### src/rtl/cpu_pkg.sv
package cpu_pkg;

    // ------------------------------
    // Widths and sizes
    // ------------------------------

    // Data path
    localparam int DATA_W = 16;

    // Register file
    localparam int REG_NUM_W = 3;
    localparam int NUM_REGS = 8;

    // Fetch side, PC counts bytes of a pair-aligned program
    localparam int PC_W = 8;
    localparam int IM_ADDR_W = 9;

    // ------------------------------
    // Scalar types
    // ------------------------------

    typedef logic [DATA_W-1:0] data_t;
    typedef logic [REG_NUM_W-1:0] reg_num_t;
    typedef logic [IM_ADDR_W-1:0] im_addr_t;

    // ------------------------------
    // Grouped signals
    // ------------------------------

    // One in-flight result, also used as a register-file write port
    typedef struct packed {
        logic write;
        reg_num_t num;
        data_t data;
    } bypass_t;

    // Register numbers one lane asks for
    typedef struct packed {
        reg_num_t rm;
        reg_num_t rn;
        reg_num_t rd;
    } read_nums_t;

    // Operand values of one lane, same field order as read_nums_t
    typedef struct packed {
        data_t rm;
        data_t rn;
        data_t rd;
    } operands_t;

    // Condition flags
    typedef struct packed {
        logic n;
        logic v;
        logic z;
    } flags_t;

endpackage
### src/rtl/operand_stage.sv
`timescale 1ns/1ps

module operand_stage (
    input  logic clk,
    input  logic rst,

    // In-flight results of both lanes
    input  cpu_pkg::bypass_t lane0_s2,
    input  cpu_pkg::bypass_t lane1_s2,
    input  cpu_pkg::bypass_t lane0_s3,
    input  cpu_pkg::bypass_t lane1_s3,
    input  cpu_pkg::bypass_t lane0_wb,
    input  cpu_pkg::bypass_t lane1_wb,

    // Operand requests
    input  cpu_pkg::read_nums_t lane0_nums,
    input  cpu_pkg::read_nums_t lane1_nums,

    // Flag sources
    input  cpu_pkg::flags_t lane0_flags,
    input  cpu_pkg::flags_t lane1_flags,
    input  logic lane0_loads,
    input  logic lane1_loads,
    input  logic flush,

    // Fetch strobe
    input  logic fetch_next,

    output cpu_pkg::operands_t lane0_ops,
    output cpu_pkg::operands_t lane1_ops,
    output cpu_pkg::im_addr_t slot0_addr,
    output cpu_pkg::im_addr_t slot1_addr,
    output cpu_pkg::flags_t flags,
    output logic flag_lane
);

    // Stored values before forwarding
    cpu_pkg::operands_t rf_vals0;
    cpu_pkg::operands_t rf_vals1;

    // ------------------------------
    // Register file
    // ------------------------------

    reg_file u_reg_file (
        .clk      (clk),
        .wr0      (lane0_wb),
        .wr1      (lane1_wb),
        .rd_nums0 (lane0_nums),
        .rd_nums1 (lane1_nums),
        .rd_data0 (rf_vals0),
        .rd_data1 (rf_vals1)
    );

    // ------------------------------
    // Forwarding, one unit per lane
    // ------------------------------

    operand_bypass u_bypass0 (
        .nums     (lane0_nums),
        .reg_vals (rf_vals0),
        .s2_l1    (lane1_s2),
        .s2_l0    (lane0_s2),
        .s3_l1    (lane1_s3),
        .s3_l0    (lane0_s3),
        .wb_l1    (lane1_wb),
        .wb_l0    (lane0_wb),
        .ops      (lane0_ops)
    );

    // Same sources and order as lane 0
    operand_bypass u_bypass1 (
        .nums     (lane1_nums),
        .reg_vals (rf_vals1),
        .s2_l1    (lane1_s2),
        .s2_l0    (lane0_s2),
        .s3_l1    (lane1_s3),
        .s3_l0    (lane0_s3),
        .wb_l1    (lane1_wb),
        .wb_l0    (lane0_wb),
        .ops      (lane1_ops)
    );

    // ------------------------------
    // Fetch addressing
    // ------------------------------

    fetch_pc u_fetch_pc (
        .clk        (clk),
        .rst        (rst),
        .fetch_next (fetch_next),
        .slot0_addr (slot0_addr),
        .slot1_addr (slot1_addr)
    );

    // ------------------------------
    // Flags
    // ------------------------------

    flag_select u_flag_select (
        .clk         (clk),
        .rst         (rst),
        .lane0_loads (lane0_loads),
        .lane1_loads (lane1_loads),
        .flush       (flush),
        .lane0_flags (lane0_flags),
        .lane1_flags (lane1_flags),
        .flag_lane   (flag_lane),
        .flags       (flags)
    );

endmodule

### src/rtl/flag_select.sv
`timescale 1ns/1ps

module flag_select (
    input  logic clk,
    input  logic rst,

    // Flag-load strobes of the two lanes
    input  logic lane0_loads,
    input  logic lane1_loads,

    // Branch flush freezes the tracker
    input  logic flush,

    input  cpu_pkg::flags_t lane0_flags,
    input  cpu_pkg::flags_t lane1_flags,

    output logic flag_lane,
    output cpu_pkg::flags_t flags
);

    // ------------------------------
    // Newest-flag tracker
    // ------------------------------

    // Lane 1 is younger, so a joint load leaves its flags newest
    always_ff @(posedge clk) begin
        if (rst) begin
            flag_lane <= 1'b0;
        end else if (!flush) begin
            case ({lane1_loads, lane0_loads})
                2'b01: flag_lane <= 1'b0;
                2'b10: flag_lane <= 1'b1;
                2'b11: flag_lane <= 1'b1;
                default: flag_lane <= flag_lane;
            endcase
        end
    end

    // ------------------------------
    // Flag mux
    // ------------------------------

    // Live values of the tracked lane
    assign flags = flag_lane ? lane1_flags : lane0_flags;

endmodule

### src/rtl/fetch_pc.sv
`timescale 1ns/1ps

module fetch_pc (
    input  logic clk,
    input  logic rst,
    input  logic fetch_next,

    // Even and odd instruction slots of the current pair
    output cpu_pkg::im_addr_t slot0_addr,
    output cpu_pkg::im_addr_t slot1_addr
);

    logic [cpu_pkg::PC_W-1:0] pc;

    // Moves one pair per strobe, wraps naturally at the PC width
    always_ff @(posedge clk) begin
        if (rst) begin
            pc <= '0;
        end else if (fetch_next) begin
            pc <= pc + cpu_pkg::PC_W'(2);
        end
    end

    // Pair base with the slot bit appended, upper half of memory unused
    assign slot0_addr = {1'b0, pc[cpu_pkg::PC_W-1:1], 1'b0};
    assign slot1_addr = {1'b0, pc[cpu_pkg::PC_W-1:1], 1'b1};

endmodule

### src/rtl/operand_bypass.sv
`timescale 1ns/1ps

module operand_bypass (
    // Requested registers and their stored values
    input  cpu_pkg::read_nums_t nums,
    input  cpu_pkg::operands_t reg_vals,

    // In-flight results, listed from highest to lowest priority
    input  cpu_pkg::bypass_t s2_l1,
    input  cpu_pkg::bypass_t s2_l0,
    input  cpu_pkg::bypass_t s3_l1,
    input  cpu_pkg::bypass_t s3_l0,
    input  cpu_pkg::bypass_t wb_l1,
    input  cpu_pkg::bypass_t wb_l0,

    output cpu_pkg::operands_t ops
);

    localparam int NUM_SRCS = 6;

    // Index 0 is the youngest result
    cpu_pkg::bypass_t [NUM_SRCS-1:0] srcs;

    assign srcs[0] = s2_l1;
    assign srcs[1] = s2_l0;
    assign srcs[2] = s3_l1;
    assign srcs[3] = s3_l0;
    assign srcs[4] = wb_l1;
    assign srcs[5] = wb_l0;

    // ------------------------------
    // Priority pick
    // ------------------------------

    // Walk from oldest to youngest so the youngest match is left standing
    function automatic cpu_pkg::data_t pick(
        input cpu_pkg::reg_num_t num,
        input cpu_pkg::data_t reg_val,
        input cpu_pkg::bypass_t [NUM_SRCS-1:0] cand
    );
        cpu_pkg::data_t result;
        result = reg_val;
        for (int i = NUM_SRCS - 1; i >= 0; i--) begin
            if (cand[i].write && (cand[i].num == num)) begin
                result = cand[i].data;
            end
        end
        return result;
    endfunction

    // ------------------------------
    // Operands
    // ------------------------------

    // Same rule for Rm, Rn and Rd
    always_comb begin
        ops.rm = pick(nums.rm, reg_vals.rm, srcs);
        ops.rn = pick(nums.rn, reg_vals.rn, srcs);
        ops.rd = pick(nums.rd, reg_vals.rd, srcs);
    end

endmodule

### src/rtl/reg_file.sv
`timescale 1ns/1ps

module reg_file (
    input  logic clk,

    // Writeback ports, lane 1 is wr1
    input  cpu_pkg::bypass_t wr0,
    input  cpu_pkg::bypass_t wr1,

    // Three reads per lane
    input  cpu_pkg::read_nums_t rd_nums0,
    input  cpu_pkg::read_nums_t rd_nums1,
    output cpu_pkg::operands_t rd_data0,
    output cpu_pkg::operands_t rd_data1
);

    cpu_pkg::data_t regs [cpu_pkg::NUM_REGS];

    // ------------------------------
    // Write side
    // ------------------------------

    // Lane 1 is the younger instruction of the pair
    // Its write comes last so it wins on equal numbers
    always_ff @(posedge clk) begin
        if (wr0.write) begin
            regs[wr0.num] <= wr0.data;
        end
        if (wr1.write) begin
            regs[wr1.num] <= wr1.data;
        end
    end

    // ------------------------------
    // Read side
    // ------------------------------

    // Plain array reads, forwarding of the current writeback is done
    // by the bypass units
    always_comb begin
        rd_data0.rm = regs[rd_nums0.rm];
        rd_data0.rn = regs[rd_nums0.rn];
        rd_data0.rd = regs[rd_nums0.rd];
    end

    always_comb begin
        rd_data1.rm = regs[rd_nums1.rm];
        rd_data1.rn = regs[rd_nums1.rn];
        rd_data1.rd = regs[rd_nums1.rd];
    end

endmodule

### config.mk
export PLATFORM = sky130hd
export DESIGN_NAME = operand_stage
export DESIGN_NICKNAME = d
export VERILOG_FILES = /design/src/rtl/cpu_pkg.sv /design/src/rtl/operand_stage.sv /design/src/rtl/flag_select.sv /design/src/rtl/fetch_pc.sv /design/src/rtl/operand_bypass.sv /design/src/rtl/reg_file.sv
export SDC_FILE = /design/constraint.sdc
export NUM_CORES = 1
export LEC_CHECK = 0
export BUFFER_PORTS_ARGS = -buffer_cell sky130_fd_sc_hd__buf_2
export CAP_MARGIN = 20
export CORE_MARGIN = 10
export CORE_UTILIZATION = 30
export CTS_CLUSTER_SIZE = 25
export DETAILED_ROUTE_END_ITERATION = 12
export SLEW_MARGIN = 20
export SYNTH_ARGS = -nofsm -noshare
export SYNTH_HDL_FRONTEND = slang
export SYNTH_SLANG_ARGS = --single-unit
### constraint.sdc
create_clock -name clk -period 2.2 [get_ports clk]
set_input_delay 0.11 -clock clk [delete_from_list [all_inputs] [get_ports clk]]
set_output_delay 0.11 -clock clk [all_outputs]
set_load 0.02 [all_outputs]
* After elaboration in Yosys (flattened, before gate mapping)
Memories as Yosys holds them, arrays and structs flattened. Index checks and enable logic that the tools add are counted.
Word-level totals: memories kept 1, logic and storage cells 125, bits in registers 9, output and inout bits 118, bits in writable memories 128
Cells by class: add/sub/neg operators 1, mux-type cells 42, equality and inequality tests 39, reductions and logical operators 39, bitwise gates (word level) 1
Memory list:
- u_reg_file.regs | words 8, width 16, read ports 6, clocked after memory_dff 0, write ports 2, line reg_file.sv:17 | cpu_pkg::data_t regs [cpu_pkg::NUM_REGS];
Operators by type and width (count):
- $mux 16 | 36
- $eq 3x3->1 | 36
- $logic_and 1x1->1 | 36
- $add 8x2->8 const B | 1
- $eq 2x2->1 const B | 2
- $mux 1 | 4
- $mux 3 | 1
- $eq 2x1->1 const B | 1
- $pmux 1 s2 | 1
- $reduce_and 2->1 | 1
- $reduce_bool 2->1 | 1
- $reduce_or 2->1 | 1
- $not 1->1 | 1

* Logic depth before layout (Yosys ltp)
Gate-level depths: netlist (run 1).
depth after elaboration 8, depth in mapped cells 9

* Modules after synthesis
A second synthesis (run 1) with hierarchy kept.
Unflattened totals: cells, all modules 1962, area, all modules 20628.5 µm²
Modules (own cells, without submodules):
- reg_file | area each 12099.1 µm², seq. area each 3843.7 µm², instances 1, cells an instance 636
- operand_bypass | area each 4043.9 µm², seq. area each 0.0 µm², instances 2, cells an instance 638
- fetch_pc | area each 362.8 µm², seq. area each 140.1 µm², instances 1, cells an instance 42
- flag_select | area each 78.8 µm², seq. area each 20.0 µm², instances 1, cells an instance 8

* Worst setup path before layout (run 1)
Ideal clock, no wire load.
path type input to register, start point in lane0_wb[18] (netlist bit), end point mem u_reg_file.regs[3][0] (netlist bit), enable pin, required time 1.789 ns, cell stages on the path 3, setup slack 0.121 ns, arrival time 1.668 ns, cells stage by stage buf_2 nand2b_1 o21ai_0
RTL lines:
- start: declaration | line operand_stage.sv:12 | input cpu_pkg::bypass_t lane0_wb,
- end: declaration | line reg_file.sv:17

==> qor.csv, run 1 <==
metric,value,unit
outcome,finished with violations,
failing checks,negative setup slack,
Post-synth EDFFs,128,
crit path DAT,2.43,ns
min-delay worst type,in2reg,
most frequent CP cell,buf_6,
Nets,2299,
placed cell area,0.0221,sq mm
Lkg Pwr,9.63,nW
top-count cell post-synth,mux4_2,
TritonCTS clock tree,yes,
Die W,266,um
layout cells sized above 1,55.4,%
Max Fclk,393,MHz
Crit path largest cell delay,0.49,ns
initial antenna violation count,7,
gpl congestion,0.992,
CTS max path bufs,2,
final worst path period share,116,%
Setup Skew,0.00285,ns
die area,0.0706,sq mm
ranking of synthesized cells by area,"mux4_2, edfxtp_1, mux2_2",
WHS Path Cells,2,
drt initial violations,2678,
Async SR Flop Fraction,0,%
commonest cells in the netlist,"mux4_2, mux2_2, edfxtp_1",
gr ovfl total,0,
total wire length,93300,um
Worst Setup Path Type,reg2out,
Post-Route Utilization,43.1,%
Bufs and invs on worst path,2,
CP max stage cell,edfxtp_1,
largest net degree at the start of global routing,36,
Antenna Violating Nets Remaining,0,
sequential share of the synthesized area,22.1,%
Post-Syn Area,0.0181,sq mm
power per cell area,540,mW/mm^2
drt via density,6.56,
register bit total from synthesis,136,
share of Yosys cell area claimed by the top area cell type,22.0,%
Worst Setup Start Kind,register,
Vias,19300,
vias in the first global route,19300,
Root Buffer,clkbuf_16,
"Distinct cells, synth",58,
Residual DRC,0,
first-pass GRT wire length,135000,um
Num CTS Buffers,17,
IO Pins,268,
HP Start,lane1_wb[0],
Total GRT Usage,25.4,%
CP top delay family,multiplexers,
max-slew violation count,0,
Layout area overhead,42.9,%
CTS sink count,136,
fill count,5600,
initial core utilization,30.1,%
endpoints failing setup,96,
Skew-Pair Late Insertion Delay,0.43,ns
IO Port Bufs,263,
# Max-Cap Violations,0,
CORE AREA,0.0601,sq mm
post-layout power,0.0140,W
Final WS setup,-0.343,ns
unrepaired setup endpoints after global routing,true,
H-tree Lvls,4,
Max-slew headroom,25.6,%
worst r2r path cells,4,
Setup crit start,u_reg_file.regs[1][6],
WL per Instance,31.7,um
synthesized instance count,1746,
CP max FO,4,
HPWL Detailed,71800,um
Hold Fails Final Rpt,0,
top_reg_cell synth,edfxtp_1,
overall die height,266,um
"Design Area, Final",0.0259,sq mm
syn avg cell area,10.4,sq um
"Req. time, crit path",2.09,ns
synth warn,0,
FP Rows,90,
"Reg clk slew, reported paths",0.06,ns
worst vdd ir,430,uV
critical-path cell list,buf_6 > mux4_2 > mux2_4 > mux2i_4 > a221o_1 > a21oi_2 > buf_6,
fin crit period,2.54,ns
FF-to-FF Start,u_fetch_pc.pc[1],
cell accounting for the most synthesized area,mux4_2,
CP Depth,7,
drt first pass iters,7,
worst slew pin tran,1.12,ns
critical path endpoint category,output port,
==> stage by stage <==
stage | setup slack [ns] | TNS [ns] | hold WS, ns | std cells
floorplan | 0.121 | 0 | 0.258 | 1748
global placement | -0.228 | -3.82 | 0.370 | 2862
detailed placement | -0.134 | -2.10 | 0.376 | 2862
CTS | -0.368 | -17.98 | 0.118 | 2930
global route | -0.397 | -23.91 | 0.133 | 2946
finish | -0.343 | -18.74 | 0.152 | 2947
==> worst paths after layout <==
kind,endpoint,slack (ns)
max reg2reg,u_fetch_pc.pc[7],0.85
max,lane0_ops[6],-0.34
min reg2reg,u_fetch_pc.pc[7],0.53
min,u_reg_file.regs[4][0],0.15
==> routing by layer <==
| layer | up-vias | global-route usage (%) | share of wire, % |
|---|---|---|---|
| li1 | 7943 | - | - |
| met1 | 9649 | 32.1 | 38 |
| met2 | 1458 | 40.4 | 46 |
| met3 | 271 | 5.55 | 11 |
| met4 | 6 | 12.6 | 5.2 |
| met5 | - | 0 | 0.030 |
==> placed cells by master, fill, tap and decap left out, drive strengths merged, types with 8 or more instances in the layout <==
cell       n
o22ai    104
and4      23
a221o     20
a221oi    28
mux2     150
mux4     192
nor2     101
a22oi     31
a211o     34
o21a      17
buf      599
a2111oi   25
nor4      25
o221ai    47
o21ai     91
edfxtp   128
dfxtp      8
xnor2    109
mux2i     49
o2bb2ai   25
nand2    114
clkbuf    18
inv       21
nand4     36
a21oi    100
==> power breakdown <==
group	leakage (nW)	internal, W	switching (W)	total, W
combinational	8.09	0.00368	0.00407	0.00776
sequential	1.24	0.00302	0.000170	0.00319
clock	0.305	0.00191	0.00113	0.00304
total	9.63	0.00861	0.00537	0.0140
==> state kept, by name, summed over array words and instances, names as in the netlist <==
register	cells
u_fetch_pc.pc	7
u_flag_select.flag_lane	1
u_reg_file.regs	128
==> cells by family (layout without fill, tap and decap cells) <==
family / count (synthesis) / in the layout / share of synthesized area [%]
buf+inv: 240 / 653 / 6.73
xor+xnor: 112 / 112 / 5.41
other cells: 2 / 8 / 0.0414
simple gates: 333 / 333 / 9.25
compound gates: 531 / 531 / 20.2
flops: 136 / 136 / 22.1
fa+ha+maj: 1 / 1 / 0.0690
mux: 391 / 391 / 36.2
==> layout make-up <==
class                   count  area [sq um]  area share [%]
inverters                  17          63.8           0.246
flip-flops and latches    136          4000            15.5
repair buffers            604          5390            20.8
well taps                 782           978            3.78
clock buffers              18           429            1.66
clock inverters            14           196           0.758
multi-input cells        1372         14800            57.3
diodes                      4          10.0          0.0386
==> repair_timing <==
action,4_1_cts,5_1_grt
hold buffers,5,0
setup buffers,41,17
hold endpoints to repair,8,0
pin swaps,101,59
resized for setup,530,106
endpoints found under the setup margin,96,96
Power figures use the tool's default switching activity.
==> run 2: changes to the inputs <==
- CORE_ASPECT_RATIO: unset -> 0.75
- clock period: 2.2 -> 3.3 ns (I/O delays scaled with it)
==> qor.csv, run 2 (synthesized netlist as in run 1, its figures left out) <==
metric,value,unit,change
H-tree Lvls,4,,unchanged
min-delay worst type,in2reg,,
Max-slew headroom,22.3,%,-3.3 points
Setup Skew,0.000453,ns,-0.00240 ns
Bufs and invs on worst path,3,,+1
CP max stage cell,a2111oi_0,,
gr ovfl total,0,,unchanged
"Design Area, Final",0.0207,sq mm,-20%
switching share of power,42.0,%,+3.6 points
# Max-Cap Violations,0,,unchanged
critical-path cell list,buf_2 > xnor2_1 > and4_1 > and2_1 > buf_4 > a2111oi_0 > o2bb2ai_1 > buf_2,,
worst r2r path cells,4,,unchanged
Top reg by flops,u_reg_file.regs,,
CTS sink count,136,,unchanged
worst slew pin tran,1.16,ns,+0.0455 ns
fill count,6012,,+7.4%
total wire length,90900,um,-2.6%
"Req. time, crit path",3.13,ns,+1.04 ns
most frequent cells in the layout,"buf_2, mux4_2, mux2_2",,
placed cell area,0.0201,sq mm,-9.3%
HPWL Detailed,68900,um,-4.1%
largest net degree at the start of global routing,39,,+8.3%
Skew-Pair Late Insertion Delay,0.44,ns,about the same
post-layout power,0.00779,W,-44%
FP Rows,77,,-14%
TritonCTS clock tree,yes,,
Setup TNS,0,ns,+18.74 ns
max-slew violation count,0,,unchanged
clock share of power,25.7,%,+4.0 points
dpl ws,0.494,ns,+0.627 ns
Lkg Pwr,7.50,nW,-22%
Num CTS Buffers,17,,unchanged
Total GRT Usage,24.0,%,-1.4 points
drt via density,6.94,,+5.8%
IO Pins,268,,unchanged
overall die height,233,um,-12%
Psw,0.00327,W,-39%
Max Fclk,333,MHz,
fin crit period,3.00,ns,
Residual DRC,0,,unchanged
Antenna Violating Nets Remaining,0,,unchanged
Worst Setup Start Kind,input port,,
Worst Setup Path Type,in2out,,
final worst path period share,91.0,%,
IO Port Bufs,263,,unchanged
outcome,completed,,
CP Depth,8,,+1
"commonest non-fill, non-tap cell in the layout",buf_2,,
initial antenna violation count,10,,+3
placed instance count,2668,,-6.8%
first-pass GRT wire length,128000,um,-5.0%
Die W,304,um,+14%
critical path endpoint category,output port,,
CP top delay family,buffers and inverters,,
drt initial violations,3115,,+16%
die area,0.0707,sq mm,+0.14%
"Reg clk slew, reported paths",0.06,ns,about the same
WHS Path Cells,3,,+1
Root Buffer,clkbuf_16,,
CP max FO,14,,+10
biggest regs,"u_reg_file.regs: 128 flops, u_fetch_pc.pc: 7 flops, u_flag_select.flag_lane: 1 flops",,
crit path DAT,2.84,ns,+0.41 ns
postcts setup bufs,0,,-100%
endpoints failing setup,0,,-100%
most frequent CP cell,buf_2,,
initial core utilization,30.5,%,+0.40 points
max reg flops,128,,unchanged
sequential power share,27.8,%,+5.0 points
Layout area overhead,14.2,%,
Nets,2050,,-11%
CTS max path bufs,2,,unchanged
Vias,18800,,-2.9%
WL per Instance,33.6,um,+6.1%
CORE AREA,0.0593,sq mm,-1.3%
gpl congestion,1.02,,+2.4%
Hold Fails Final Rpt,0,,unchanged
worst vdd ir,351,uV,-18%
Combinational Power Share,46.5,%,-9.0 points
internal power,0.00452,W,-48%
layout cells sized above 1,38.6,%,-17 points
drt first pass iters,5,,-2
Finished Layout Cells,2705,,-8.2%
vias in the first global route,17800,,-7.7%
unrepaired setup endpoints after global routing,false,,
Final WS setup,0.296,ns,+0.639 ns
power per cell area,376,mW/mm^2,-30%
Crit path largest cell delay,0.66,ns,+0.17 ns
## run 2: cell types whose count changed in the layout (fill, tap and decap cells not counted), sizes merged
cell / change
clkbuf: -1
dlygate4sd3: -3
buf: -246
diode: -1
bufinv: -3
clkinv: -4
clkinvlp: +1
inv: +7
## run 2: path summary, 6_finish.rpt
check	endpoint	slack, ns	startpoint
setup / recovery	lane0_ops[27]	0.30	lane1_wb[16]
setup reg to reg	u_fetch_pc.pc[7]	1.94	u_fetch_pc.pc[1]
hold reg to reg	u_fetch_pc.pc[7]	0.50	u_fetch_pc.pc[7]
hold / removal	u_fetch_pc.pc[2]	0.06	fetch_next
## run 2: worst min-delay path: stages
cell and delay, ns:
buf_2 0.14, mux2i_1 0.09, nor2_1 0.07
## run 2: power groups by stage
stage	sequential (W)	clock, W	combinational, W
5_1_grt	0.00218	0.00210	0.00375
6_report	0.00217	0.00200	0.00362
3_5_place_dp	0.00219	0	0.00353
3_3_place_gp	0.00218	0	0.00351
2_1_floorplan	0.00213	0	0.00227
4_1_cts	0.00215	0.00202	0.00355
## run 2: repair_timing
| action | in CTS | in global routing |
|---|---|---|
| hold buffers | 2 | 0 |
| endpoints found under the hold margin | 8 | 0 |
| gates resized for setup | 0 | 0 |
## run 2: area by class of cell
class	instances	area, sq um	share of cell area (%)
Clock buffer	17	425	2.06
Inverter	17	63.8	0.308
Sequential cell	136	4000	19.3
Timing Repair Buffer	355	2110	10.2
Clock inverter	15	173	0.834
Tap cell	790	988	4.78
Antenna cell	3	7.51	0.0363
Multi-Input combinational cell	1372	12900	62.4
## run 2: metrics by stage
step | util, % | hold slack, ns
3_3_place_gp | 33.8 | 0.429
5_1_grt | 34.9 | 0.0656
4_1_cts | 34.9 | 0.0368
3_5_place_dp | 33.8 | 0.441
2_1_floorplan | - | 0.313
6_report | 34.9 | 0.0557
## run 2: layer usage
metal	share of wire [%]	track usage (%)	vias to the layer above
met5	0.072	0	-
met4	3.3	8.03	12
met1	39	32.5	9369
li1	-	-	7448
met2	43	35.7	1693
met3	14	7.54	241
